$ cat src/verilog/mmu_pkg.sv
// Address layout and table sizes for the address translation unit
// Pages are 16 KByte and each TLB entry and table entry covers a page pair
// The page table holds only 64 pairs, so only address bits 22:17 are mapped
package mmu_pkg;

	// Virtual address fields
	localparam int VADDR_BITS = 32;
	localparam int PAGE_BITS = 14;
	localparam int SET_LSB = 15;
	localparam int SET_BITS = 2;
	localparam int TAG_LSB = 17;
	localparam int TAG_BITS = 15;

	// TLB geometry
	localparam int SETS = 1 << SET_BITS;
	localparam int WAYS = 4;
	localparam int WAY_BITS = 2;
	localparam int AGE_BITS = 2;
	// Fresh entries and hits get the top age
	localparam logic [AGE_BITS-1:0] AGE_MAX = 2'd3;
	localparam int LRU_TIMER_N = 10;

	// Translation payload, pairs hold the even page in the low half
	localparam int PPN_BITS = 18;
	localparam int FLAG_BITS = 14;
	localparam int FLAG_PRESENT = 0;
	localparam int PPN_PAIR_BITS = 2 * PPN_BITS;
	localparam int FLAG_PAIR_BITS = 2 * FLAG_BITS;

	// Page table
	localparam int PT_INDEX_BITS = 6;
	localparam int PT_DEPTH = 1 << PT_INDEX_BITS;
	// Address bits from here up must be zero
	localparam int PT_LIMIT_LSB = TAG_LSB + PT_INDEX_BITS;

	// Miss sequencer
	typedef enum logic [1:0] {
		WALK_IDLE,
		WALK_READ,
		WALK_FILL,
		WALK_RETRY
	} walk_state_t;

endpackage

$ cat src/verilog/mmu_request_port.sv
// One request in flight; a req while busy is dropped, not queued
// The captured address stays stable until done
`timescale 1ns/1ns

module mmu_request_port (
	input  logic iCLOCK,
	input  logic inRESET,
	input  logic req,
	input  logic [mmu_pkg::VADDR_BITS-1:0] req_vaddr,
	input  logic retry,
	input  logic done,
	output logic busy,
	output logic lookup,
	output logic [mmu_pkg::VADDR_BITS-1:0] lookup_vaddr
);

	logic accept;

	// New request only when idle
	assign accept = req && !busy;

	// Busy and lookup strobe
	always_ff @(posedge iCLOCK or negedge inRESET) begin
		if (!inRESET) begin
			busy <= 1'b0;
			lookup <= 1'b0;
		end else begin
			if (accept) begin
				busy <= 1'b1;
			end else if (done) begin
				// Result delivered
				busy <= 1'b0;
			end
			// First lookup one cycle after accept, again after a walk
			lookup <= accept || retry;
		end
	end

	// Held address, also used by walker and response
	always_ff @(posedge iCLOCK) begin
		if (accept) begin
			lookup_vaddr <= req_vaddr;
		end
	end

endmodule

$ cat config.mk
export PLATFORM = sky130hd
export DESIGN_NAME = mmu_request_port
export DESIGN_NICKNAME = d
export VERILOG_FILES = /design/src/verilog/mmu_pkg.sv /design/src/verilog/mmu_request_port.sv
export SDC_FILE = /design/constraint.sdc
export NUM_CORES = 1
export LEC_CHECK = 0
export BUFFER_PORTS_ARGS = -buffer_cell sky130_fd_sc_hd__clkbuf_2
export CORE_ASPECT_RATIO = 1.75
export CORE_MARGIN = 1
export CORE_UTILIZATION = 40
export DETAILED_ROUTE_END_ITERATION = 7
export PLACE_DENSITY_LB_ADDON = 0.15
export SYNTH_ARGS = -nofsm -noshare
export SYNTH_HDL_FRONTEND = slang
export SYNTH_SLANG_ARGS = --single-unit
$ cat constraint.sdc
create_clock -name iCLOCK -period 2.3 [get_ports iCLOCK]
set_clock_uncertainty 0.15 [all_clocks]
set_input_delay 0.23 -clock iCLOCK [delete_from_list [all_inputs] [get_ports iCLOCK]]
set_output_delay 0.23 -clock iCLOCK [all_outputs]
set_load 0.005 [all_outputs]
==> run summary <==
Status: finished clean
Detailed-route wire length: 2240 um
Post-CTS sizing: 0
CTS Root Cell: clkbuf_8
Required time of the critical path: 2.12 ns
Worst-path clk slew: 0.06 ns
Post-synth top area share: 0.915
Cells after Synth: 39
Synthesized area: 1050 sq um
RSZ-0062 raised after global routing: no
Pwr Density: 701 nW/um^2
FF+latch count, synth: 34
Chip height: 69.8 um
Width of the die: 40.7 um
Max-slew violations: 0
Leading area contributor after synthesis: edfxtp_1
First-pass GRT wire length: 3400 um
CP max FO: 18
Worst reg2reg startpoint: busy
Post-Syn Nets: 76
Critical Path Sink Type: flop
Number of diodes: 0
Sequential area share after synthesis: 0.963
Hold WC Path Type: in -> reg
Setup TNS: 0 ns
Total gr overflow: 0
Max VDD drop: 0.790 mV
Vias per inst: 4.36
Via count: 784
Leakage: 0.839 nW
Hold_sp: req
Worst-margin pin slew: 0.221 ns
Fmax achieved: 753 MHz
Num rows: 24
Die ar.: 2840 sq um
GPL Wtd Cong: 0.700
Syn Area/Cell: 26.9 sq um
Worst-skew pair later-pin latency: 0.28 ns
Area Overhead vs Synth: 79.4%
Register-to-register setup slack: 0.97 ns
Fin. Hold Viols: 0
Max Cap Violations: 0
Critical path launch point type: flop
Ys flop type: edfxtp_1
H-tree depth: 2
Largest net degree at the start of global routing: 19
Port buffer count: 70
GR Util met1: 0.189
Final instance area: 1880 sq um
Antenna violations before repair: 0
Number of flops mapped to enable cells by yosys: 32
Crit Path Class: reg -> reg
Tmin final: 1.33 ns
Total track usage: 0.186
First-pass DRT Iterations: 4
Initial drt markers: 10
R2r endpoint: lookup_vaddr[28]
Placed standard-cell area: 1450 sq um
Initial Util: 0.421
GR peak layer: met2
Clock sink count: 34
Reg2reg path depth: 3
Final Setup Violations: 0
Synth top cells by count: edfxtp_1 (32), dfrtp_1 (2), inv_1 (2)
Drc violations: 0
CTS Buf Count: 5
GRT met3 Usage: 0.0801
Post-synth ARST share: 0.0588
Vias in the first global route: 790
Max-Slew Margin vs Limit: 0.853
Worst Hold Path EP: busy
CTS tree: yes
Synth warnings: 0
# nets final: 190
Total core area: 2490 sq um
Clock buffer depth: 2
Synth area leaders: edfxtp_1 (92%), dfrtp_1 (4.8%), nand2b_4 (1.3%)
Routed length per instance: 12.5 um
Io pins: 71
Cell variety after synth: 6
GR Layer Usage met2: 0.307
Arrival time worst endpoint: 1.15 ns
Final critical-path share of the clock period: 0.578
Count leader, synth: edfxtp_1
Detail Route Antenna Nets: 0
Hold path cells: 3
Layout cells sized above 1: 0.532
-- power by group --
group          switching (mW)  total (mW)  internal (mW)
Combinational          0.0638       0.160         0.0965
Clock                   0.207       0.414          0.207
Sequential             0.0120       0.745          0.733
-- flip-flops by register name (all words and copies together) (netlist names) --
name,cells
lookup,1
busy,1
lookup_vaddr,32
-- per-layer routing --
layer	vias to the layer above	wire (um)
met1	349	767
met4	0	42
met2	54	1210
met5	-	0
met3	5	218
li1	376	-
-- critical path: stages (launching register included) --
cell and delay, ns:
dfrtp_1 0.40, nand2b_4 0.16, inv_1 0.07, buf_4 0.24
-- layout by cell type (no fill, tap or decap), drive strengths merged --
master,n
buf,2
clkbuf,75
clkinv,2
clkinvlp,1
dfrtp,2
dlygate4sd3,35
edfxtp,32
inv,2
nand2b,2
o21ai,1
-- worst max path at each step --
stage / cells after the start / to / from / slack, ns
after floorplan: 2 / lookup_vaddr[0] / busy / 0.58
after global placement: 3 / lookup_vaddr[11] / busy / 1.00
after detailed placement: 3 / lookup_vaddr[11] / busy / 0.97
after CTS: 3 / lookup_vaddr[2] / busy / 0.96
after global routing: 3 / lookup_vaddr[28] / busy / 0.92
final: 3 / lookup_vaddr[28] / busy / 0.97
-- per-stage QoR --
step           worst slack [ns]  total power [mW]  instances  hold WS (ns)   util
3_5_place_dp              0.974             0.872        137        -0.131  0.581
3_3_place_gp               1.00             0.867        137        -0.131  0.581
6_report                  0.972              1.32        180        0.0505  0.756
2_1_floorplan             0.582             0.790         39        -0.216      -
5_1_grt                   0.923              1.37        180        0.0603  0.756
4_1_cts                   0.962              1.32        180        0.0498  0.756
-- timing repair --
item                                    CTS  global route
endpoints found under the hold margin    36             0
hold buffers                             35             0
buffers inserted                          0             0
endpoints found under the setup margin    0             0
-- cell families after synthesis --
logic type	share of synthesized area
AOI/OAI and AO/OA	0.00834
buffers and inverters	0.00715
DFF	0.963
and+or+nand+nor	0.0215
-- area by class of cell --
class                           instances  area [sq um]
Timing Repair Buffer                  107           716
Clock buffer                            5          68.8
Clock inverter                          3          16.3
Tap cell                               26          32.5
Inverter                                2          7.51
Fill cell                             168           609
Multi-Input combinational cell          3          31.3
Sequential cell                        34          1010
Note: power is estimated with default switching activity, not from simulation.
