==> src/verilog/mmu_pkg.sv <==
// Address layout and table sizes for the address translation unit
// Pages are 16 KByte and each TLB entry and table entry covers a page pair
// The page table holds only 64 pairs, so only address bits 22:17 are mapped
package mmu_pkg;

	// Virtual address fields
	localparam int VADDR_BITS = 32;
	localparam int PAGE_BITS = 14;
	localparam int SET_LSB = 15;
	localparam int SET_BITS = 2;
	localparam int TAG_LSB = 17;
	localparam int TAG_BITS = 15;

	// TLB geometry
	localparam int SETS = 1 << SET_BITS;
	localparam int WAYS = 4;
	localparam int WAY_BITS = 2;
	localparam int AGE_BITS = 2;
	// Fresh entries and hits get the top age
	localparam logic [AGE_BITS-1:0] AGE_MAX = 2'd3;
	localparam int LRU_TIMER_N = 10;

	// Translation payload, pairs hold the even page in the low half
	localparam int PPN_BITS = 18;
	localparam int FLAG_BITS = 14;
	localparam int FLAG_PRESENT = 0;
	localparam int PPN_PAIR_BITS = 2 * PPN_BITS;
	localparam int FLAG_PAIR_BITS = 2 * FLAG_BITS;

	// Page table
	localparam int PT_INDEX_BITS = 6;
	localparam int PT_DEPTH = 1 << PT_INDEX_BITS;
	// Address bits from here up must be zero
	localparam int PT_LIMIT_LSB = TAG_LSB + PT_INDEX_BITS;

	// Miss sequencer
	typedef enum logic [1:0] {
		WALK_IDLE,
		WALK_READ,
		WALK_FILL,
		WALK_RETRY
	} walk_state_t;

endpackage

==> src/verilog/mmu_tlb.sv <==
// 4 sets of 4 ways, each way maps a pair of neighbouring pages
// Ages count down on aging timer wrap; victim is the lowest age
// No coherence with the page table, software must flush after table edits
`timescale 1ns/1ns

module mmu_tlb (
	input  logic iCLOCK,
	input  logic inRESET,
	input  logic flush,
	input  logic lookup,
	input  logic [mmu_pkg::VADDR_BITS-1:0] lookup_vaddr,
	input  logic fill,
	input  logic [mmu_pkg::VADDR_BITS-1:0] fill_vaddr,
	input  logic [mmu_pkg::PPN_PAIR_BITS-1:0] fill_ppn,
	input  logic [mmu_pkg::FLAG_PAIR_BITS-1:0] fill_flags,
	output logic rd_valid,
	output logic rd_hit,
	output logic [mmu_pkg::PPN_PAIR_BITS-1:0] rd_ppn,
	output logic [mmu_pkg::FLAG_PAIR_BITS-1:0] rd_flags
);

	// Age 0 marks an invalid way
	logic [mmu_pkg::AGE_BITS-1:0] age_q [mmu_pkg::SETS][mmu_pkg::WAYS];
	logic [mmu_pkg::TAG_BITS-1:0] tag_q [mmu_pkg::SETS][mmu_pkg::WAYS];
	logic [mmu_pkg::PPN_PAIR_BITS-1:0] ppn_q [mmu_pkg::SETS][mmu_pkg::WAYS];
	logic [mmu_pkg::FLAG_PAIR_BITS-1:0] flags_q [mmu_pkg::SETS][mmu_pkg::WAYS];

	logic [mmu_pkg::SET_BITS-1:0] look_set;
	logic [mmu_pkg::TAG_BITS-1:0] look_tag;
	logic look_hit;
	logic [mmu_pkg::WAY_BITS-1:0] look_way;
	logic [mmu_pkg::SET_BITS-1:0] fill_set;
	logic [mmu_pkg::WAY_BITS-1:0] victim_way;
	logic [mmu_pkg::AGE_BITS-1:0] victim_age;
	logic [mmu_pkg::LRU_TIMER_N-1:0] lru_timer;
	logic age_tick;

	// Field split, bit 14 only matters downstream
	assign look_set = lookup_vaddr[mmu_pkg::SET_LSB +: mmu_pkg::SET_BITS];
	assign look_tag = lookup_vaddr[mmu_pkg::TAG_LSB +: mmu_pkg::TAG_BITS];
	assign fill_set = fill_vaddr[mmu_pkg::SET_LSB +: mmu_pkg::SET_BITS];

	// Tag compare across the set, lowest way wins
	always_comb begin
		look_hit = 1'b0;
		look_way = '0;
		for (int w = mmu_pkg::WAYS - 1; w >= 0; w--) begin
			if (age_q[look_set][w] != '0 && tag_q[look_set][w] == look_tag) begin
				look_hit = 1'b1;
				look_way = w[mmu_pkg::WAY_BITS-1:0];
			end
		end
	end

	// Victim search, strict compare keeps the lowest index on ties
	// Invalid ways have age 0 so they are taken first
	always_comb begin
		victim_way = '0;
		victim_age = age_q[fill_set][0];
		for (int w = 1; w < mmu_pkg::WAYS; w++) begin
			if (age_q[fill_set][w] < victim_age) begin
				victim_age = age_q[fill_set][w];
				victim_way = w[mmu_pkg::WAY_BITS-1:0];
			end
		end
	end

	// Free-running aging timer
	assign age_tick = &lru_timer;

	always_ff @(posedge iCLOCK or negedge inRESET) begin
		if (!inRESET) begin
			lru_timer <= '0;
		end else if (flush) begin
			lru_timer <= '0;
		end else begin
			lru_timer <= lru_timer + 1'b1;
		end
	end

	// Ages: flush beats fill, a hit refreshes, the timer wrap ages the rest
	always_ff @(posedge iCLOCK or negedge inRESET) begin
		if (!inRESET) begin
			for (int s = 0; s < mmu_pkg::SETS; s++) begin
				for (int w = 0; w < mmu_pkg::WAYS; w++) begin
					age_q[s][w] <= '0;
				end
			end
		end else if (flush) begin
			for (int s = 0; s < mmu_pkg::SETS; s++) begin
				for (int w = 0; w < mmu_pkg::WAYS; w++) begin
					age_q[s][w] <= '0;
				end
			end
		end else begin
			for (int s = 0; s < mmu_pkg::SETS; s++) begin
				for (int w = 0; w < mmu_pkg::WAYS; w++) begin
					if (lookup && look_hit && int'(look_set) == s && int'(look_way) == w) begin
						age_q[s][w] <= mmu_pkg::AGE_MAX;
					end else if (fill && int'(fill_set) == s && int'(victim_way) == w) begin
						age_q[s][w] <= mmu_pkg::AGE_MAX;
					end else if (age_tick && age_q[s][w] > 2'd1) begin
						// Never ages down to invalid
						age_q[s][w] <= age_q[s][w] - 1'b1;
					end
				end
			end
		end
	end

	// Entry payload, validity lives in age_q
	always_ff @(posedge iCLOCK) begin
		if (fill) begin
			tag_q[fill_set][victim_way] <= fill_vaddr[mmu_pkg::TAG_LSB +: mmu_pkg::TAG_BITS];
			ppn_q[fill_set][victim_way] <= fill_ppn;
			flags_q[fill_set][victim_way] <= fill_flags;
		end
	end

	// Registered lookup result
	always_ff @(posedge iCLOCK or negedge inRESET) begin
		if (!inRESET) begin
			rd_valid <= 1'b0;
			rd_hit <= 1'b0;
		end else begin
			rd_valid <= lookup;
			// A flush in the lookup cycle forces a walk
			rd_hit <= lookup && look_hit && !flush;
		end
	end

	// Payload read, meaningful only with rd_hit
	always_ff @(posedge iCLOCK) begin
		if (lookup) begin
			rd_ppn <= ppn_q[look_set][look_way];
			rd_flags <= flags_q[look_set][look_way];
		end
	end

endmodule

==> config.mk <==
export PLATFORM = sky130hd
export DESIGN_NAME = mmu_tlb
export DESIGN_NICKNAME = d
export VERILOG_FILES = /design/src/verilog/mmu_pkg.sv /design/src/verilog/mmu_tlb.sv
export SDC_FILE = /design/constraint.sdc
export NUM_CORES = 1
export LEC_CHECK = 0
export BUFFER_PORTS_ARGS = -buffer_cell sky130_fd_sc_hd__buf_2
export CAP_MARGIN = 0
export CELL_PAD_IN_SITES_DETAIL_PLACEMENT = 0
export CELL_PAD_IN_SITES_GLOBAL_PLACEMENT = 2
export CORE_UTILIZATION = 53
export DETAILED_ROUTE_END_ITERATION = 10
export PLACE_DENSITY_LB_ADDON = 0.1
export SYNTH_ARGS = -nofsm -noshare
export SYNTH_HDL_FRONTEND = slang
export SYNTH_SLANG_ARGS = --single-unit
==> constraint.sdc <==
create_clock -name iCLOCK -period 17.58 [get_ports iCLOCK]
set_input_delay 5.274 -clock iCLOCK [delete_from_list [all_inputs] [get_ports iCLOCK]]
set_output_delay 5.274 -clock iCLOCK [all_outputs]
set_load 0.1 [all_outputs]
==> out/summary.txt, run 1 <==
status: complete, no violations
die height: 316.9 microns
Worst-path clk slew: 0.05 ns
core area: 0.09828 sq mm
Initial DRT Pass Iterations: 8
Synth Flop Type: edfxtp_1
main combinational cell family by area after synthesis: multiplexers
initial core utilization: 53.47%
Post-Syn Area per Cell: 21.64 sq um
R2R Setup Slk: 12.95 ns
Fin Clk Skew: 0.02187 ns
largest net degree at the start of global routing: 153
setup bufs post-CTS: 0
flops & latches, synth: 1372
cell count after synthesis: 2428
P_leak: 19.27 nW
H-Tree Level Count: 4
post-cts resize count: 0
Fmax achieved: 97.19 MHz
worst-margin pin slew: 1.059 ns
number of global-route vias before repair: 26080
Hold Vio Cnt, Final: 0
hold buffers post-CTS: 0
final WL: 120000 microns
setup TNS: 0 ns
r2r endpoint: ppn_q[3][119]
crit share post-route: 58.53%
clock tree buffer depth: 3
path type of the worst min-delay path: register to register
power per cell area: 116.7 mW/mm^2
Rel. slew slack: 29.40%
unrepaired setup endpoints after global routing: no
CTS tree: done
CP required: 18.17 ns
cell taking the most area after synthesis: edfxtp_1
DRC viols: 0
CP Class: primary input to register
initial antenna violation count: 15
DR WL/cell: 29.65 microns
minimum clock period: 10.29 ns
ANT nets after route: 0
peak supply drop: 0.1322 mV
ranking of synthesized cells by area: edfxtp_1, mux4_2, dfrtp_1
Synth Cell Area: 0.05255 sq mm
commonest cells after routing, fill and taps aside: edfxtp_1, mux4_2, buf_2
Syn-to-layout area delta: 12.88%
clock latency on the worst-skew pair: 0.74 ns
mux cell area share after synthesis: 13.92%
vias per std cell: 6.240
Worst R2R Path Depth: 10
Final WS setup: 7.290 ns
port bufs: 168
Synth Area in Simple Gates: 2.188%
Nets: 2807
vias post-DR: 25260
Synth Area in XOR/XNOR: 1.300%
Site Rows: 115
GRT Overall Usage: 24.44%
1st-iter DRT viols: 2610
compound-cell area share of the yosys netlist: 2.755%
Worst Setup End Kind: register
Mapped Nets: 2583
global placement routability congestion: 0.7603
Finish-stage setup viols: 0
detailed placement HPWL: 58950 microns
Synth cell types: 61
CTS sink cnt: 1372
worst hold path depth: 1
# Max-Cap Violations: 0
most common cell after layout, fill and taps aside: edfxtp_1
CTS buffer count: 141
origin of the critical flop-to-flop path: age_q[5]
Hold Path Sink: lru_timer[0]
share of layout cells above drive strength 1: 26.60%
crit-path max FO: 101
GR Overflow Total: 0
die area: 0.1004 sq mm
fraction of registers with async set/reset: 3.207%
first-pass GRT wire length: 174500 microns
Die W: 316.9 microns
Hold Startpoint: lru_timer[0]
dpl ws: 6.394 ns
final max-slew violation count: 0
sequential fraction of the synthesis area: 77.98%
Synth top area share: 75.89%
post-synthesis adder-cell area fraction: 0.5238%
io pins: 199
root buf cell: clkbuf_16
dpl cell area: 0.05493 sq mm
startpoint types: primary input
EDFF count, synth: 1328
final instance area: 0.05932 sq mm
Crit path arrival time: 10.88 ns
YS warnings: 0
-- flip-flops by register name (all words and copies together) (netlist names) --
signal,cells
age_q,32
rd_ppn,36
flags_q,448
rd_valid,1
rd_hit,1
ppn_q,576
tag_q,240
rd_flags,28
lru_timer,10
-- logic make-up (layout without fill, tap and decap cells) --
family / after synthesis / count (layout)
compound gates: 185 / 185
flops: 1372 / 1372
mux: 354 / 354
other cells: 0 / 2
simple gates: 257 / 257
xor+xnor: 78 / 78
fa+ha+maj: 22 / 22
buf+inv: 160 / 491
-- power breakdown --
part           switching (W)  total [W]  leakage, nW  internal [W]
Combinational       0.000272   0.000391         4.48      0.000119
Sequential         0.0000188    0.00368         12.7       0.00366
Clock                0.00121    0.00285         2.15       0.00164
Total                0.00150    0.00692         19.3       0.00542
-- worst max path at each step --
stage          cells after the start            end             start  slack (ns)
2_1_floorplan                      8  flags_q[1][0]    fill_vaddr[15]        6.39
3_3_place_gp                      12   rd_flags[26]  lookup_vaddr[15]        6.40
3_5_place_dp                      12   rd_flags[26]  lookup_vaddr[15]        6.39
4_1_cts                           12   rd_flags[26]  lookup_vaddr[15]        7.16
5_1_grt                           12   rd_flags[26]  lookup_vaddr[15]        6.90
6_report                          12   rd_flags[26]  lookup_vaddr[15]        7.29
-- layer usage --
metal | routed length [microns] | vias to the layer above | GRT usage, %
met1 | 50830 | 13500 | 35.12
met4 | 2217 | 18 | 5.966
met3 | 8447 | 196 | 4.656
li1 | - | 10630 | -
met2 | 58400 | 909 | 39.14
met5 | 112 | - | 0
-- cell usage after synthesis (all sizes together) (6+ instances only) --
library cell	n
o31ai	17
xnor2	64
o22ai	6
nand2	142
a222oi	65
a21oi	50
nand3	10
a31oi	9
buf	60
mux4	301
nor2	36
edfxtp	1328
mux2i	49
clkbuf	72
ha	22
nand4	7
dfrtp	44
inv	28
nor3	28
o21ai	8
xor2	14
-- worst max-delay path, cell delays in order --
cell and delay, ns:
buf_8 0.62, buf_4 0.78, buf_12 0.64, mux4_2 0.61, xor2_1 0.18, nor4_1 0.25, nor4bb_1 0.28, buf_4 0.23
and2_4 0.61, buf_4 0.72, a222oi_1 0.27, nand2_1 0.13
-- cell type report --
type                            count  area, sq um
Antenna cell                        2        5.005
Clock buffer                      170         3647
Clock inverter                     80        734.5
Fill cell                        6966        38960
Inverter                           28        115.1
Multi-Input combinational cell    896        10990
Sequential cell                  1372        40980
Tap cell                         1287         1610
Timing Repair Buffer              213         1239
-- per-stage QoR --
stage / total power (W) / util (%) / instances / hold slack, ns
floorplan: 0.004007 / - / 2428 / 0.4329
global placement: 0.004134 / 55.89 / 3796 / 0.4468
detailed placement: 0.004145 / 55.89 / 3796 / 0.4738
CTS: 0.006978 / 60.35 / 4046 / 0.4791
global route: 0.007126 / 60.35 / 4046 / 0.4943
finish: 0.006921 / 60.36 / 4048 / 0.4755
No activity file was read; power rests on OpenSTA's default activity.
==> inputs of run 2 (changes only) <==
--- a/config.mk
+++ b/config.mk
@@ -5,11 +5,12 @@
 export SDC_FILE = /design/constraint.sdc
 export NUM_CORES = 1
 export LEC_CHECK = 0
+export ABC_AREA = 1
 export BUFFER_PORTS_ARGS = -buffer_cell sky130_fd_sc_hd__buf_2
 export CAP_MARGIN = 0
 export CELL_PAD_IN_SITES_DETAIL_PLACEMENT = 0
 export CELL_PAD_IN_SITES_GLOBAL_PLACEMENT = 2
-export CORE_UTILIZATION = 53
+export CORE_UTILIZATION = 44
 export DETAILED_ROUTE_END_ITERATION = 10
 export PLACE_DENSITY_LB_ADDON = 0.1
 export SYNTH_ARGS = -nofsm -noshare
==> constraint.sdc (replaced) <==
create_clock -name iCLOCK -period 9.71 [get_ports iCLOCK]
set_input_delay 2.913 -clock iCLOCK [delete_from_list [all_inputs] [get_ports iCLOCK]]
set_output_delay 2.913 -clock iCLOCK [all_outputs]
set_load 0.1 [all_outputs]
==> out/summary.txt, run 2 <==
commonest cells after routing, fill and taps aside: edfxtp_1, nand2_1, nand3_1
fraction of registers with async set/reset: 3.207%
final max-slew violation count: 0
Worst Setup End Kind: register
largest net degree at the start of global routing: 168
Largest register FFs: 576
number of global-route vias before repair: 31460
cell count after synthesis: 3973
Hold Vio Cnt, Final: 0
root buf cell: clkbuf_16
setup bufs post-CTS: 0
clock tree buffer depth: 3
Die W: 352.2 microns
Worst-path clk slew: 0.06 ns
Site Rows: 128
die area: 0.1241 sq mm
Finish-stage setup viols: 0
Fmax achieved: 146.0 MHz
most common cell in the netlist: edfxtp_1
minimum clock period: 6.848 ns
Largest Register: ppn_q
# Max-Cap Violations: 0
GR Overflow Total: 0
P_leak: 22.06 nW
path type of the worst min-delay path: register to register
YS warnings: 0
Synth cell types: 39
Largest regs: ppn_q: 576 flops, flags_q: 448 flops, tag_q: 240 flops
clock latency on the worst-skew pair: 0.77 ns
peak supply drop: 0.1759 mV
Synth Flop Type: edfxtp_1
unrepaired setup endpoints after global routing: no
CTS tree: done
Synth top cells by count: edfxtp_1, nand2_1, nand3_1
initial core utilization: 44.34%
worst-margin pin slew: 1.220 ns
flops & latches, synth: 1372
Rel. slew slack: 18.46%
crit share post-route: 70.52%
CP required: 10.15 ns
Mapped Nets: 4128
post-cts resize count: 0
crit-path max FO: 55
CTS sink cnt: 1372
die height: 352.2 microns
DR WL/cell: 25.33 microns
Crit path arrival time: 7.29 ns
status: complete, no violations
vias per std cell: 5.462
cell taking the most area after synthesis: edfxtp_1
most common cell after layout, fill and taps aside: edfxtp_1
H-Tree Level Count: 4
vias post-DR: 32300
Post-Syn Area per Cell: 13.58 sq um
Initial DRT Pass Iterations: 6
startpoint types: primary input
setup TNS: 0 ns
total power: 0.01350 W
Nets: 4325
core area: 0.1217 sq mm
Syn-to-layout area delta: 13.39%
sequential fraction of the synthesis area: 75.93%
share of layout cells above drive strength 1: 12.58%
first-pass GRT wire length: 216100 microns
Synth Cell Area: 0.05397 sq mm
EDFF count, synth: 1328
Layout fillers: 10550
CTS buffer count: 147
initial antenna violation count: 22
GRT Overall Usage: 23.97%
detailed placement HPWL: 77190 microns
Fin Clk Skew: 0.01706 ns
io pins: 199
port bufs: 168
ranking of synthesized cells by area: edfxtp_1, nand2_1, a22oi_1
global placement routability congestion: 0.8298
power per cell area: 220.6 mW/mm^2
ANT nets after route: 0
CP Class: primary input to register
Layout Utilization: 50.27%
DRC viols: 0
hold buffers post-CTS: 0
1st-iter DRT viols: 2911
Synth top area share: 73.89%
final WL: 149700 microns
[run 2: cell count changes after synthesis, sizes merged, moves of 55 or more]
cell / before / now
xnor2: 64 / 0
a22o: 1 / 65
a21oi: 50 / 131
o211ai: 1 / 63
nand2: 142 / 1075
nor2: 36 / 212
a31oi: 9 / 64
a22oi: 1 / 226
a222oi: 65 / 0
nand3: 10 / 246
a221oi: 2 / 66
inv: 28 / 185
mux4: 301 / 0
[run 2: metal layers]
metal	routed length, microns	GRT usage (%)	share of wire (%)
met1	67350	33.57	45
met2	70200	38.19	47
met3	8125	4.191	5.4
met4	3971	7.539	2.7
met5	106	0	0.071
[run 2: kinds of logic after synthesis]
group	Yosys count	synth area share (%)
AND/OR/NAND/NOR	1558	11.63
XOR/XNOR	1	0.01623
adder cells (fa/ha/maj)	22	0.5100
buffers and inverters	366	2.817
flip-flops	1372	75.93
AO/OA/AOI/OAI	654	9.090
[run 2: per-stage QoR]
stage | area (sq um) | hold WS (ns) | cells | setup slack, ns
after floorplan | 53970 | 0.4329 | 3973 | 2.688
after global placement | 56680 | 0.4496 | 5646 | 2.000
after detailed placement | 56680 | 0.4557 | 5646 | 2.018
after CTS | 61190 | 0.4624 | 5911 | 2.818
after global routing | 61190 | 0.4759 | 5912 | 2.576
final | 61190 | 0.4561 | 5913 | 2.862
[run 2: worst max-delay path, cell delays in order]
cell and delay, ns:
buf_2 0.18, inv_1 0.14, nor2_1 0.33, inv_1 0.20, o22ai_1 0.15, a21oi_1 0.06, o21a_1 0.14, ha_1 0.28
nand2_1 0.06, nand2_1 0.17, nand2_1 0.10, nand3_1 0.07, nand2_1 0.07, nand2_1 0.16, nand2_1 0.07, nand3_1 0.07
nand2_1 0.05, nand2_1 0.35, nand4_1 0.39, inv_6 0.76, buf_4 0.43
[run 2: path summary, 6_finish.rpt]
check	startpoint	endpoint	slack (ns)	cells past startpoint
max	fill_vaddr[15]	flags_q[2][95]	2.86	21
min	lru_timer[0]	lru_timer[0]	0.46	1
max reg2reg	age_q[23]	flags_q[2][20]	5.35	19
min reg2reg	lru_timer[0]	lru_timer[0]	0.46	1
max in group asynchronous	inRESET	age_q[17]	7.03	2
min in group asynchronous	inRESET	lru_timer[9]	2.24	2
[run 2: final cells by class]
cell class	count	area, sq um	share of cell area [%]
antenna	2	5.005	0.008179
clock buffer	186	3951	6.457
clock inverter	79	560.5	0.9160
inverter	185	789.5	1.290
multi-input combinational	2235	11500	18.79
sequential	1372	40980	66.97
tap	1625	2033	3.323
timing repair buffer	229	1376	2.249
[run 2: report_power, final]
group	internal, W	switching [W]
Combinational	0.000276	0.000969
Sequential	0.00687	0.000104
Clock	0.00301	0.00227
