### src/verilog/mmu_pkg.sv
// Address layout and table sizes for the address translation unit
// Pages are 16 KByte and each TLB entry and table entry covers a page pair
// The page table holds only 64 pairs, so only address bits 22:17 are mapped
package mmu_pkg;

	// Virtual address fields
	localparam int VADDR_BITS = 32;
	localparam int PAGE_BITS = 14;
	localparam int SET_LSB = 15;
	localparam int SET_BITS = 2;
	localparam int TAG_LSB = 17;
	localparam int TAG_BITS = 15;

	// TLB geometry
	localparam int SETS = 1 << SET_BITS;
	localparam int WAYS = 4;
	localparam int WAY_BITS = 2;
	localparam int AGE_BITS = 2;
	// Fresh entries and hits get the top age
	localparam logic [AGE_BITS-1:0] AGE_MAX = 2'd3;
	localparam int LRU_TIMER_N = 10;

	// Translation payload, pairs hold the even page in the low half
	localparam int PPN_BITS = 18;
	localparam int FLAG_BITS = 14;
	localparam int FLAG_PRESENT = 0;
	localparam int PPN_PAIR_BITS = 2 * PPN_BITS;
	localparam int FLAG_PAIR_BITS = 2 * FLAG_BITS;

	// Page table
	localparam int PT_INDEX_BITS = 6;
	localparam int PT_DEPTH = 1 << PT_INDEX_BITS;
	// Address bits from here up must be zero
	localparam int PT_LIMIT_LSB = TAG_LSB + PT_INDEX_BITS;

	// Miss sequencer
	typedef enum logic [1:0] {
		WALK_IDLE,
		WALK_READ,
		WALK_FILL,
		WALK_RETRY
	} walk_state_t;

endpackage

### src/verilog/mmu_response.sv
// Result register; paddr, flags, hit and fault are zero outside done
// hit means the first lookup hit, a walked request reports hit low
`timescale 1ns/1ns

module mmu_response (
	input  logic iCLOCK,
	input  logic inRESET,
	input  logic [mmu_pkg::VADDR_BITS-1:0] lookup_vaddr,
	input  logic rd_valid,
	input  logic rd_hit,
	input  logic [mmu_pkg::PPN_PAIR_BITS-1:0] rd_ppn,
	input  logic [mmu_pkg::FLAG_PAIR_BITS-1:0] rd_flags,
	input  logic walk_fault,
	input  logic retry,
	output logic done,
	output logic [mmu_pkg::VADDR_BITS-1:0] paddr,
	output logic [mmu_pkg::FLAG_BITS-1:0] flags,
	output logic hit,
	output logic fault
);

	logic walked;
	logic take_hit;
	logic done_next;
	logic [mmu_pkg::PPN_BITS-1:0] sel_ppn;
	logic [mmu_pkg::FLAG_BITS-1:0] sel_flags;

	// Odd page in the upper half
	assign sel_ppn = lookup_vaddr[mmu_pkg::PAGE_BITS]
		? rd_ppn[mmu_pkg::PPN_BITS +: mmu_pkg::PPN_BITS]
		: rd_ppn[0 +: mmu_pkg::PPN_BITS];
	assign sel_flags = lookup_vaddr[mmu_pkg::PAGE_BITS]
		? rd_flags[mmu_pkg::FLAG_BITS +: mmu_pkg::FLAG_BITS]
		: rd_flags[0 +: mmu_pkg::FLAG_BITS];

	// Request ends on a hit or a walker fault
	assign take_hit = rd_valid && rd_hit;
	assign done_next = take_hit || walk_fault;

	always_ff @(posedge iCLOCK or negedge inRESET) begin
		if (!inRESET) begin
			walked <= 1'b0;
			done <= 1'b0;
			paddr <= '0;
			flags <= '0;
			hit <= 1'b0;
			fault <= 1'b0;
		end else begin
			done <= done_next;
			fault <= walk_fault;
			hit <= take_hit && !walked;
			// PPN joined to the page offset
			paddr <= take_hit ? {sel_ppn, lookup_vaddr[mmu_pkg::PAGE_BITS-1:0]} : '0;
			flags <= take_hit ? sel_flags : '0;
			// Walk marker lives for one request
			if (done_next) begin
				walked <= 1'b0;
			end else if (retry) begin
				walked <= 1'b1;
			end
		end
	end

endmodule

### config.mk
export PLATFORM = sky130hd
export DESIGN_NAME = mmu_response
export DESIGN_NICKNAME = d
export VERILOG_FILES = /design/src/verilog/mmu_pkg.sv /design/src/verilog/mmu_response.sv
export SDC_FILE = /design/constraint.sdc
export NUM_CORES = 1
export LEC_CHECK = 0
export BUFFER_PORTS_ARGS = -buffer_cell sky130_fd_sc_hd__buf_4
export CELL_PAD_IN_SITES_DETAIL_PLACEMENT = 1
export CELL_PAD_IN_SITES_GLOBAL_PLACEMENT = 1
export CORE_ASPECT_RATIO = 0.6
export CORE_MARGIN = 8
export CORE_UTILIZATION = 28
export DETAILED_ROUTE_END_ITERATION = 10
export PLACE_DENSITY = 0.85
export SLEW_MARGIN = 20
export SYNTH_ARGS = -nofsm -noshare
export SYNTH_HDL_FRONTEND = slang
export SYNTH_SLANG_ARGS = --single-unit
export TNS_END_PERCENT = 30
### constraint.sdc
create_clock -name iCLOCK -period 0.85 [get_ports iCLOCK]
set_clock_uncertainty 0.1 [all_clocks]
set_input_delay 0.085 -clock iCLOCK [delete_from_list [all_inputs] [get_ports iCLOCK]]
set_output_delay 0.085 -clock iCLOCK [all_outputs]
set_load 0.02 [all_outputs]
==> results of run 1 <==
## power breakdown
| group | internal (mW) | switching (mW) |
|---|---|---|
| clock | 1.17 | 0.817 |
| sequential | 2.48 | 0.0555 |
| combinational | 0.695 | 0.484 |
| total | 4.35 | 1.36 |
## logic make-up after synthesis
kind of cell / after synthesis / share of synthesized area, %
multiplexers: 32 / 16.7
flip-flops: 50 / 65.1
buffers and inverters: 9 / 5.99
AO/OA/AOI/OAI: 1 / 0.391
AND/OR/NAND/NOR: 50 / 11.9
## cell type report
type | count | area, sq um
clock buffer | 7 | 143
clock inverter | 1 | 5.00
fill | 697 | 2940
multi-input combinational | 83 | 573
sequential | 50 | 1250
tap | 87 | 109
timing repair buffer | 172 | 1630
## layout by cell type (no fill, tap or decap)
| cell | synthesis | layout |
|---|---|---|
| buf_12 | 3 | 6 |
| a211oi_2 | 0 | 1 |
| clkbuf_16 | 0 | 5 |
| nand2_2 | 1 | 1 |
| and3_1 | 14 | 14 |
| dlygate4sd3_1 | 0 | 25 |
| buf_6 | 4 | 49 |
| mux2i_1 | 32 | 31 |
| nor2_4 | 0 | 1 |
| clkbuf_8 | 0 | 1 |
| dfrtp_1 | 50 | 50 |
| clkbuf_1 | 0 | 1 |
| buf_4 | 0 | 89 |
| dlymetal6s4s_1 | 0 | 3 |
| or2b_1 | 1 | 1 |
| mux2i_2 | 0 | 1 |
| clkinv_2 | 0 | 1 |
| nor2_1 | 34 | 33 |
## metrics by stage
step	hold WS [ns]	utilization, %	total power, mW	worst slack [ns]
2_1_floorplan	-0.311	-	2.94	0.0763
3_3_place_gp	-0.0231	46.0	3.52	-0.0192
3_5_place_dp	-0.0194	46.0	3.56	-0.120
4_1_cts	-0.0525	55.4	5.78	-0.156
5_1_grt	-0.0359	55.8	5.98	-0.197
6_report	-0.0506	55.8	5.70	-0.167
## state kept, by name, indices dropped and copies added, names as in the netlist
register,flops
done,1
walked,1
paddr,32
hit,1
flags,14
fault,1
## per-layer routing
metal	part of all wire (%)	vias to the layer above
met5	0	-
met4	0.73	0
met3	11	4
met2	53	82
met1	35	872
li1	-	813
## timing repair
item,CTS,global route
pin swaps,0,1
setup endpoints to repair,49,61
buffers inserted,0,0
hold buffers,29,1
resized for setup,49,9
hold endpoints to repair,97,23
cloned,0,0
## tightest hold or removal path, delay by kind of cell
family	cells	cell delay, ns
multiplexers	1	0.05
buffers and inverters	1	0.08
AND/OR/NAND/NOR	1	0.07
## final timing paths
check                      slack [ns]  cells after the start             endpoint
min in group asynchronous        0.22                      3   paddr[5]$_DFF_PN0_
hold / removal                  -0.05                      3  flags[13]$_DFF_PN0_
setup / recovery                -0.17                      4   walked$_DFFE_PN0P_
setup reg to reg                 0.07                      2   walked$_DFFE_PN0P_
hold reg to reg                  0.39                      1        hit$_DFF_PN0_
max in group asynchronous        0.17                      3  paddr[20]$_DFF_PN0_
==> impl_metrics.env, run 1 <==
export IMPL_status="finished with violations"
export IMPL_violations="negative hold slack, negative setup slack"
export IMPL_finalSetupViolations=56
export IMPL_finalNonFillerCells=400
export IMPL_num_rows=23
export IMPL_critPathRequiredTime_ns=0.95
export IMPL_drc_errors=0
export IMPL_crit_family="buffers and inverters"
export IMPL_report_final_slew_viol_count=0
export IMPL_p_leak_nw=2.01
export IMPL_path_cells="buf_4, buf_4, dlygate4sd3_1, a211oi_2"
export IMPL_ys_top_cells_by_area="dfrtp_1 65%, mux2i_1 17%, nor2_1 6.6%, and3_1 4.6%, buf_12 3.1%"
export IMPL_grt_pass1_vias=2168
export IMPL_met2_usage_pct=28.3
export IMPL_wl_per_cell_microns=18.7
export IMPL_dr_first_iter_drc_count=81
export IMPL_hp_start="rd_flags[13]"
export IMPL_dieHeight_microns=80.2
export IMPL_gr_usage_met3_pct=7.21
export IMPL_ir_drop_mv=0.805
export IMPL_grt_max_degree=51
export IMPL_hold_slack_ns=-0.0506
export IMPL_dp_cells=362
export IMPL_fin_setup_tns_ns=-6.35
export IMPL_min_period_over_period_pct=120
export IMPL_h_tree_depth=2
export IMPL_clockRootBuffer="clkbuf_16"
export IMPL_synth_edff_count=0
export IMPL_dieArea_sq_um=9860
export IMPL_synth_async_reset_ratio_pct=100
export IMPL_n_antenna_cell=0
export IMPL_hold_violations=27
export IMPL_coreArea_sq_um=6650
export IMPL_synth_cell_types=10
export IMPL_start_util_pct=28.9
export IMPL_vias=1771
export IMPL_ioPinCount=151
export IMPL_cp_num_buf_inv=3
export IMPL_wirelength_microns=7490
export IMPL_finalWorstSetupSlack_ns=-0.167
export IMPL_powerDensity_nw_per_um2=1540
export IMPL_yosys_area_top_type="dfrtp_1"
export IMPL_startpoint="walk_fault"
export IMPL_clock_sinks=50
export IMPL_netlist_area_leader_share_pct=65.1
export IMPL_slowest_delay_ns=0.59
export IMPL_post_dp_cell_area_sq_um=3060
export IMPL_synth_common_cells="50 x dfrtp_1, 34 x nor2_1, 32 x mux2i_1"
export IMPL_drv_cap=0
export IMPL_worst_slew_pin_transition_ns=0.283
export IMPL_syn2layout_area_growth_pct=92.8
export IMPL_rsz0062_at_grt="yes"
export IMPL_clk_pin_slew_ns=0.07
export IMPL_syn_num_nets=244
export IMPL_r2r_start="walked$_DFFE_PN0P_"
export IMPL_avgSynthCellArea_sq_um=13.5
export IMPL_synth_warning_count=0
export IMPL_fmax_mhz=983
export IMPL_firstDrtPassIters=4
export IMPL_gp_congestion=0.672
export IMPL_cp_arrival_ns=1.12
export IMPL_grt_use_total_pct=15.0
export IMPL_ant_nets=0
export IMPL_portBuffers=133
export IMPL_crit_top_cell="buf_4"
export IMPL_cp_slowest_cell="dlygate4sd3_1"
export IMPL_critPathLaunchType="input pin"
export IMPL_layout_drive_gt1_share_pct=49.5
export IMPL_gr_total_overflow=0
export IMPL_cts_tree="done"
export IMPL_globalRoute_busiestLayer="met2"
export IMPL_antenna_found_initial=0
export IMPL_die_w_microns=123
export IMPL_hold_class="input pin to register"
export IMPL_synth_seq_cells=50
export IMPL_cts_max_path_buffers=2
export IMPL_via_per_inst=4.43
export IMPL_cp_end_kind="register"
export IMPL_synth_most_common_cell="dfrtp_1"
export IMPL_synth_cells=142
export IMPL_met1_usage_pct=14.8
export IMPL_stdcell_area_sq_um=3710
export IMPL_insertion_delay_ns=0.28
export IMPL_cts_made_buffers=5
export IMPL_hpwl_microns=5340
export IMPL_grt_pass1_wl_microns=11300
export IMPL_crit_path_max_fanout=2
export IMPL_syn_cell_area_sq_um=1920
export IMPL_synth_ff_type="dfrtp_1"
export IMPL_layout_min_cycle_time_ns=1.02
export IMPL_max_slew_margin_pct=81.1
export IMPL_nets=414
export IMPL_path_class="input pin to register"
export IMPL_seq_area_frac_synth_pct=65.1
No activity file was read; power rests on OpenSTA's default activity.
==> run 2, diff against run 1 <==
CORE_ASPECT_RATIO = default   (was 0.6)
==> impl_metrics.env, run 2 (synthesis gave the netlist of run 1 again) <==
export IMPL_via_per_inst=4.47
export IMPL_cts_max_path_buffers=2
export IMPL_cts_tree="done"
export IMPL_power_switching_mw=1.44
export IMPL_violations="negative hold slack, negative setup slack"
export IMPL_powerDensity_nw_per_um2=1290
export IMPL_wl_per_cell_microns=19.4
export IMPL_drv_cap=0
export IMPL_start_util_pct=28.6
export IMPL_internal_power_mw=3.92
export IMPL_clockRootBuffer="clkbuf_8"
export IMPL_grt_use_total_pct=17.3
export IMPL_largest_register_ffs=32
export IMPL_hold_class="input pin to register"
export IMPL_n_antenna_cell=0
export IMPL_vias=1973
export IMPL_cp_end_kind="register"
export IMPL_gr_total_overflow=0
export IMPL_syn2layout_area_growth_pct=116
export IMPL_hpwl_microns=4950
export IMPL_worst_slew_pin_transition_ns=0.263
export IMPL_r2r_start="walked$_DFFE_PN0P_"
export IMPL_clock_sinks=50
export IMPL_wirelength_microns=8540
export IMPL_ir_drop_mv=0.708
export IMPL_insertion_delay_ns=0.30
export IMPL_drc_errors=0
export IMPL_finalSetupViolations=68
export IMPL_max_slew_margin_pct=82.5
export IMPL_rsz0062_at_grt="yes"
export IMPL_mostFrequentLayoutCell="buf_4"
export IMPL_hold_slack_ns=-0.0273
export IMPL_min_period_over_period_pct=122
export IMPL_regMostFlops="paddr"
export IMPL_seqPwrFrac_pct=47.3
export IMPL_largest_registers="paddr x32, flags x14"
export IMPL_met1_usage_pct=15.0
export IMPL_dieArea_sq_um=9780
export IMPL_portBuffers=133
export IMPL_most_common_layout_cells="89 x buf_4, 58 x dlygate4sd3_1, 50 x dfrtp_1, 49 x buf_6, 34 x nor2_1"
export IMPL_critPathLaunchType="input pin"
export IMPL_ant_nets=0
export IMPL_ioPinCount=151
export IMPL_layout_drive_gt1_share_pct=42.7
export IMPL_grt_pass1_wl_microns=12900
export IMPL_globalRoute_busiestLayer="met2"
export IMPL_p_leak_nw=2.31
export IMPL_firstDrtPassIters=4
export IMPL_dr_first_iter_drc_count=20
export IMPL_p_total_mw=5.36
export IMPL_cts_made_buffers=5
export IMPL_clk_pin_slew_ns=0.10
export IMPL_swShare_pct=26.8
export IMPL_status="finished with violations"
export IMPL_die_w_microns=98.9
export IMPL_nets=462
export IMPL_startpoint="walk_fault"
export IMPL_hold_violations=2
export IMPL_utilization_pct=61.7
export IMPL_met2_usage_pct=36.5
export IMPL_post_cts_buffers=0
export IMPL_layout_min_cycle_time_ns=1.04
export IMPL_antenna_found_initial=0
export IMPL_clockPowerShare_pct=27.0
export IMPL_pwr_share_comb_pct=25.7
export IMPL_fin_setup_tns_ns=-8.31
export IMPL_num_rows=30
export IMPL_dieHeight_microns=98.9
export IMPL_fmax_mhz=963
export IMPL_crit_path_max_fanout=3
export IMPL_dp_slack_ns=-0.0713
export IMPL_cp_arrival_ns=1.14
export IMPL_path_class="input pin to register"
export IMPL_finalWorstSetupSlack_ns=-0.188
export IMPL_h_tree_depth=2
export IMPL_report_final_slew_viol_count=0
export IMPL_gp_congestion=0.676
export IMPL_n_fill_cell=657
export IMPL_critPathRequiredTime_ns=0.95
export IMPL_gr_usage_met3_pct=4.16
export IMPL_hp_start="rd_flags[7]"
export IMPL_grt_pass1_vias=2395
export IMPL_grt_max_degree=51
export IMPL_coreArea_sq_um=6720
## run 2: cell count changes in the layout (fill, tap and decap cells not counted), sizes merged
cell          change
buf               -1
clkinvlp          +1
dlygate4sd3      +33
dlymetal6s4s     +16
clkbuf            -2
inv               +1
## run 2: area by class of cell
type / count / area, sq um / area share [%]
multi-input cells: 83 / 564 / 13.6
well taps: 80 / 100 / 2.41
flip-flops and latches: 50 / 1250 / 30.2
clock buffers: 5 / 68.8 / 1.66
repair buffers: 220 / 2140 / 51.6
clock inverters: 3 / 25.0 / 0.603
## run 2: layer usage
metal	vias up	share of wire [%]
met2	83	60
met3	11	6.5
met5	-	0
li1	906	-
met4	0	1.8
met1	973	31
## run 2: final timing paths
check	end	slack, ns	cells past startpoint
setup / recovery	done$_DFF_PN0_	-0.19	4
hold / removal	flags[7]$_DFF_PN0_	-0.03	3
setup reg to reg	walked$_DFFE_PN0P_	0.06	2
hold reg to reg	hit$_DFF_PN0_	0.34	1
max in group asynchronous	paddr[25]$_DFF_PN0_	0.21	3
min in group asynchronous	paddr[3]$_DFF_PN0_	0.22	3
## run 2: critical path, stage by stage
cell,delay (ns)
buf_4,0.11
buf_4,0.12
dlygate4sd3_1,0.59
or2b_1,0.24
## run 2: repair_timing
| action | 4_1_cts | 5_1_grt |
|---|---|---|
| setup endpoints to repair | 49 | 81 |
| gates resized for setup | 49 | 23 |
| pin swaps | 0 | 2 |
| hold endpoints to repair | 99 | 5 |
| hold buffers | 77 | 2 |
## run 2: power by group through the flow
stage               clock network (mW)  registers, mW  logic, mW
global route                      1.57           2.54       1.46
detailed placement                   0           2.56      0.976
finish                            1.45           2.53       1.38
floorplan                            0           2.69      0.254
CTS                               1.49           2.53       1.33
global placement                     0           2.55      0.951
## run 2: through the flow
step	instances	hold WS, ns	cell area (sq um)
4_1_cts	439	-0.0601	4080
5_1_grt	441	-0.0215	4150
2_1_floorplan	142	-0.311	1920
3_3_place_gp	354	-0.0226	3030
6_report	441	-0.0273	4150
3_5_place_dp	354	-0.0105	3030
==> run 3, diff against run 2 <==
clock period = 1 ns   (was 0.85 ns; I/O delays follow)
==> impl_metrics.env, run 3 (synthesis gave the netlist of run 1 again) <==
export IMPL_status="finished with violations"
export IMPL_violations="negative setup slack"
export IMPL_antenna_found_initial=2
export IMPL_regArea_sq_um=1250
export IMPL_min_period_over_period_pct=104
export IMPL_multiInputGateArea_sq_um=562
export IMPL_ir_drop_mv=0.442
export IMPL_r2r_end="walked$_DFFE_PN0P_"
export IMPL_crit_family="flip-flops"
export IMPL_h_tree_depth=2
export IMPL_finalSetupViolations=48
export IMPL_grt_max_degree=51
export IMPL_num_rows=30
export IMPL_powerDensity_nw_per_um2=1140
export IMPL_clk_pin_slew_ns=0.09
export IMPL_rsz0062_at_grt="yes"
export IMPL_hold_end="paddr[10]$_DFF_PN0_"
export IMPL_hp_start="rd_hit"
export IMPL_crit_path_max_fanout=1
export IMPL_cp_num_buf_inv=1
export IMPL_largest_registers="paddr x32, flags x14"
export IMPL_layout_min_cycle_time_ns=1.04
export IMPL_n_fill_cell=672
export IMPL_cts_max_path_buffers=2
export IMPL_startpoint="paddr[12]$_DFF_PN0_"
export IMPL_dieArea_sq_um=9780
export IMPL_route_met3_wl_microns=582
export IMPL_cp_end_kind="output port"
export IMPL_nets=463
export IMPL_drv_cap=0
export IMPL_insertion_delay_ns=0.30
export IMPL_layout_drive_gt1_share_pct=40.6
export IMPL_critPathLaunchType="register"
export IMPL_path_cells="buf_6"
export IMPL_dieHeight_microns=98.9
export IMPL_finalWorstSetupSlack_ns=-0.0413
export IMPL_post_cts_buffers=0
export IMPL_syn2layout_area_growth_pct=115
export IMPL_hold_path_depth=2
export IMPL_cp_arrival_ns=0.84
export IMPL_ff2ff_path_depth=2
export IMPL_coreArea_sq_um=6720
export IMPL_worst_slew_pin_transition_ns=0.266
export IMPL_via_per_inst=4.36
export IMPL_fmax_mhz=960
export IMPL_post_dp_cell_area_sq_um=2990
export IMPL_hold_violations=0
export IMPL_most_common_layout_cells="85 x buf_4, 83 x dlygate4sd3_1, 50 x dfrtp_1, 49 x buf_6, 34 x nor2_1"
export IMPL_rrSetupSlack_ns=0.20
export IMPL_dr_first_iter_drc_count=47
export IMPL_start_util_pct=28.6
export IMPL_die_w_microns=98.9
export IMPL_cts_made_buffers=5
export IMPL_max_slew_margin_pct=82.3
export IMPL_grt_pass1_wl_microns=13000
export IMPL_p_leak_nw=2.15
export IMPL_wl_met2_microns=4980
export IMPL_wirelength_microns=8310
export IMPL_cts_tree="done"
export IMPL_hold_class="input pin to register"
export IMPL_largest_register_ffs=32
export IMPL_cp_slowest_cell="dfrtp_1"
export IMPL_portBuffers=133
export IMPL_ioPinCount=151
export IMPL_grt_pass1_vias=2395
export IMPL_utilization_pct=61.5
export IMPL_mostFrequentLayoutCell="buf_4"
export IMPL_ant_nets=0
export IMPL_vias=1938
export IMPL_gp_congestion=0.684
export IMPL_grt_use_total_pct=17.4
export IMPL_gr_total_overflow=0
export IMPL_regMostFlops="paddr"
export IMPL_p_total_mw=4.69
export IMPL_stdcell_area_sq_um=4130
export IMPL_top_layer="met4"
export IMPL_critPathRequiredTime_ns=0.80
export IMPL_drc_errors=0
export IMPL_report_final_slew_viol_count=0
export IMPL_clock_sinks=50
export IMPL_wl_met1_microns=2570
export IMPL_path_class="register to output port"
export IMPL_r2r_start="walked$_DFFE_PN0P_"
export IMPL_firstDrtPassIters=4
export IMPL_wl_per_cell_microns=18.7
export IMPL_slowest_delay_ns=0.41
export IMPL_clockRootBuffer="clkbuf_8"
-- run 3: cell types whose count changed in the layout (fill, tap and decap cells not counted), sizes merged --
cell / previous run / this run
inv: 1 / 0
dlygate4sd3: 58 / 83
clkinv: 1 / 0
buf: 143 / 138
clkbuf: 5 / 6
diode: 0 / 2
bufinv: 0 / 1
dlymetal6s4s: 19 / 0
-- run 3: cell type report --
| class | instances | share of cell area [%] |
|---|---|---|
| Timing Repair Buffer | 221 | 50.9 |
| Sequential cell | 50 | 30.3 |
| Multi-Input combinational cell | 83 | 13.6 |
| Tap cell | 80 | 2.42 |
| Clock buffer | 6 | 1.76 |
| Clock inverter | 2 | 0.909 |
| Antenna cell | 2 | 0.121 |
-- run 3: how the worst max path moves through the flow --
stage | cells after the start | to | slack [ns]
final | 1 | paddr[12] | -0.04
after global routing | 1 | hit | -0.07
after CTS | 1 | paddr[5] | -0.05
after detailed placement | 4 | flags[8]$_DFF_PN0_ | 0.07
after global placement | 4 | paddr[29]$_DFF_PN0_ | 0.08
after floorplan | 4 | paddr[14]$_DFF_PN0_ | 0.21
-- run 3: what timing repair did --
action | CTS | global route
setup endpoints to repair | 49 | 50
gates resized for setup | 49 | 1
hold endpoints to repair | 99 | 0
hold buffers | 83 | 0
gates cloned | 0 | 0
-- run 3: where the power goes --
part / switching [mW] / total (mW) / internal [mW]
registers: 0.0447 / 2.15 / 2.11
logic: 0.449 / 1.15 / 0.700
clock network: 0.646 / 1.39 / 0.746
-- run 3: through the flow --
stage	worst slack (ns)	instances	hold WS, ns	setup TNS, ns
after floorplan	0.211	142	-0.296	0
after global placement	0.0819	351	-0.00814	0
after detailed placement	0.0668	351	0.00138	0
after CTS	-0.0498	442	0.0539	-1.39
after global routing	-0.0740	444	0.0588	-2.49
final	-0.0413	444	0.0703	-0.733
-- run 3: routing by layer --
layer | global-route usage [%] | vias to the layer above
met5 | 0 | -
met2 | 35.4 | 77
met1 | 15.2 | 939
li1 | - | 909
met3 | 5.00 | 13
met4 | 6.97 | 0
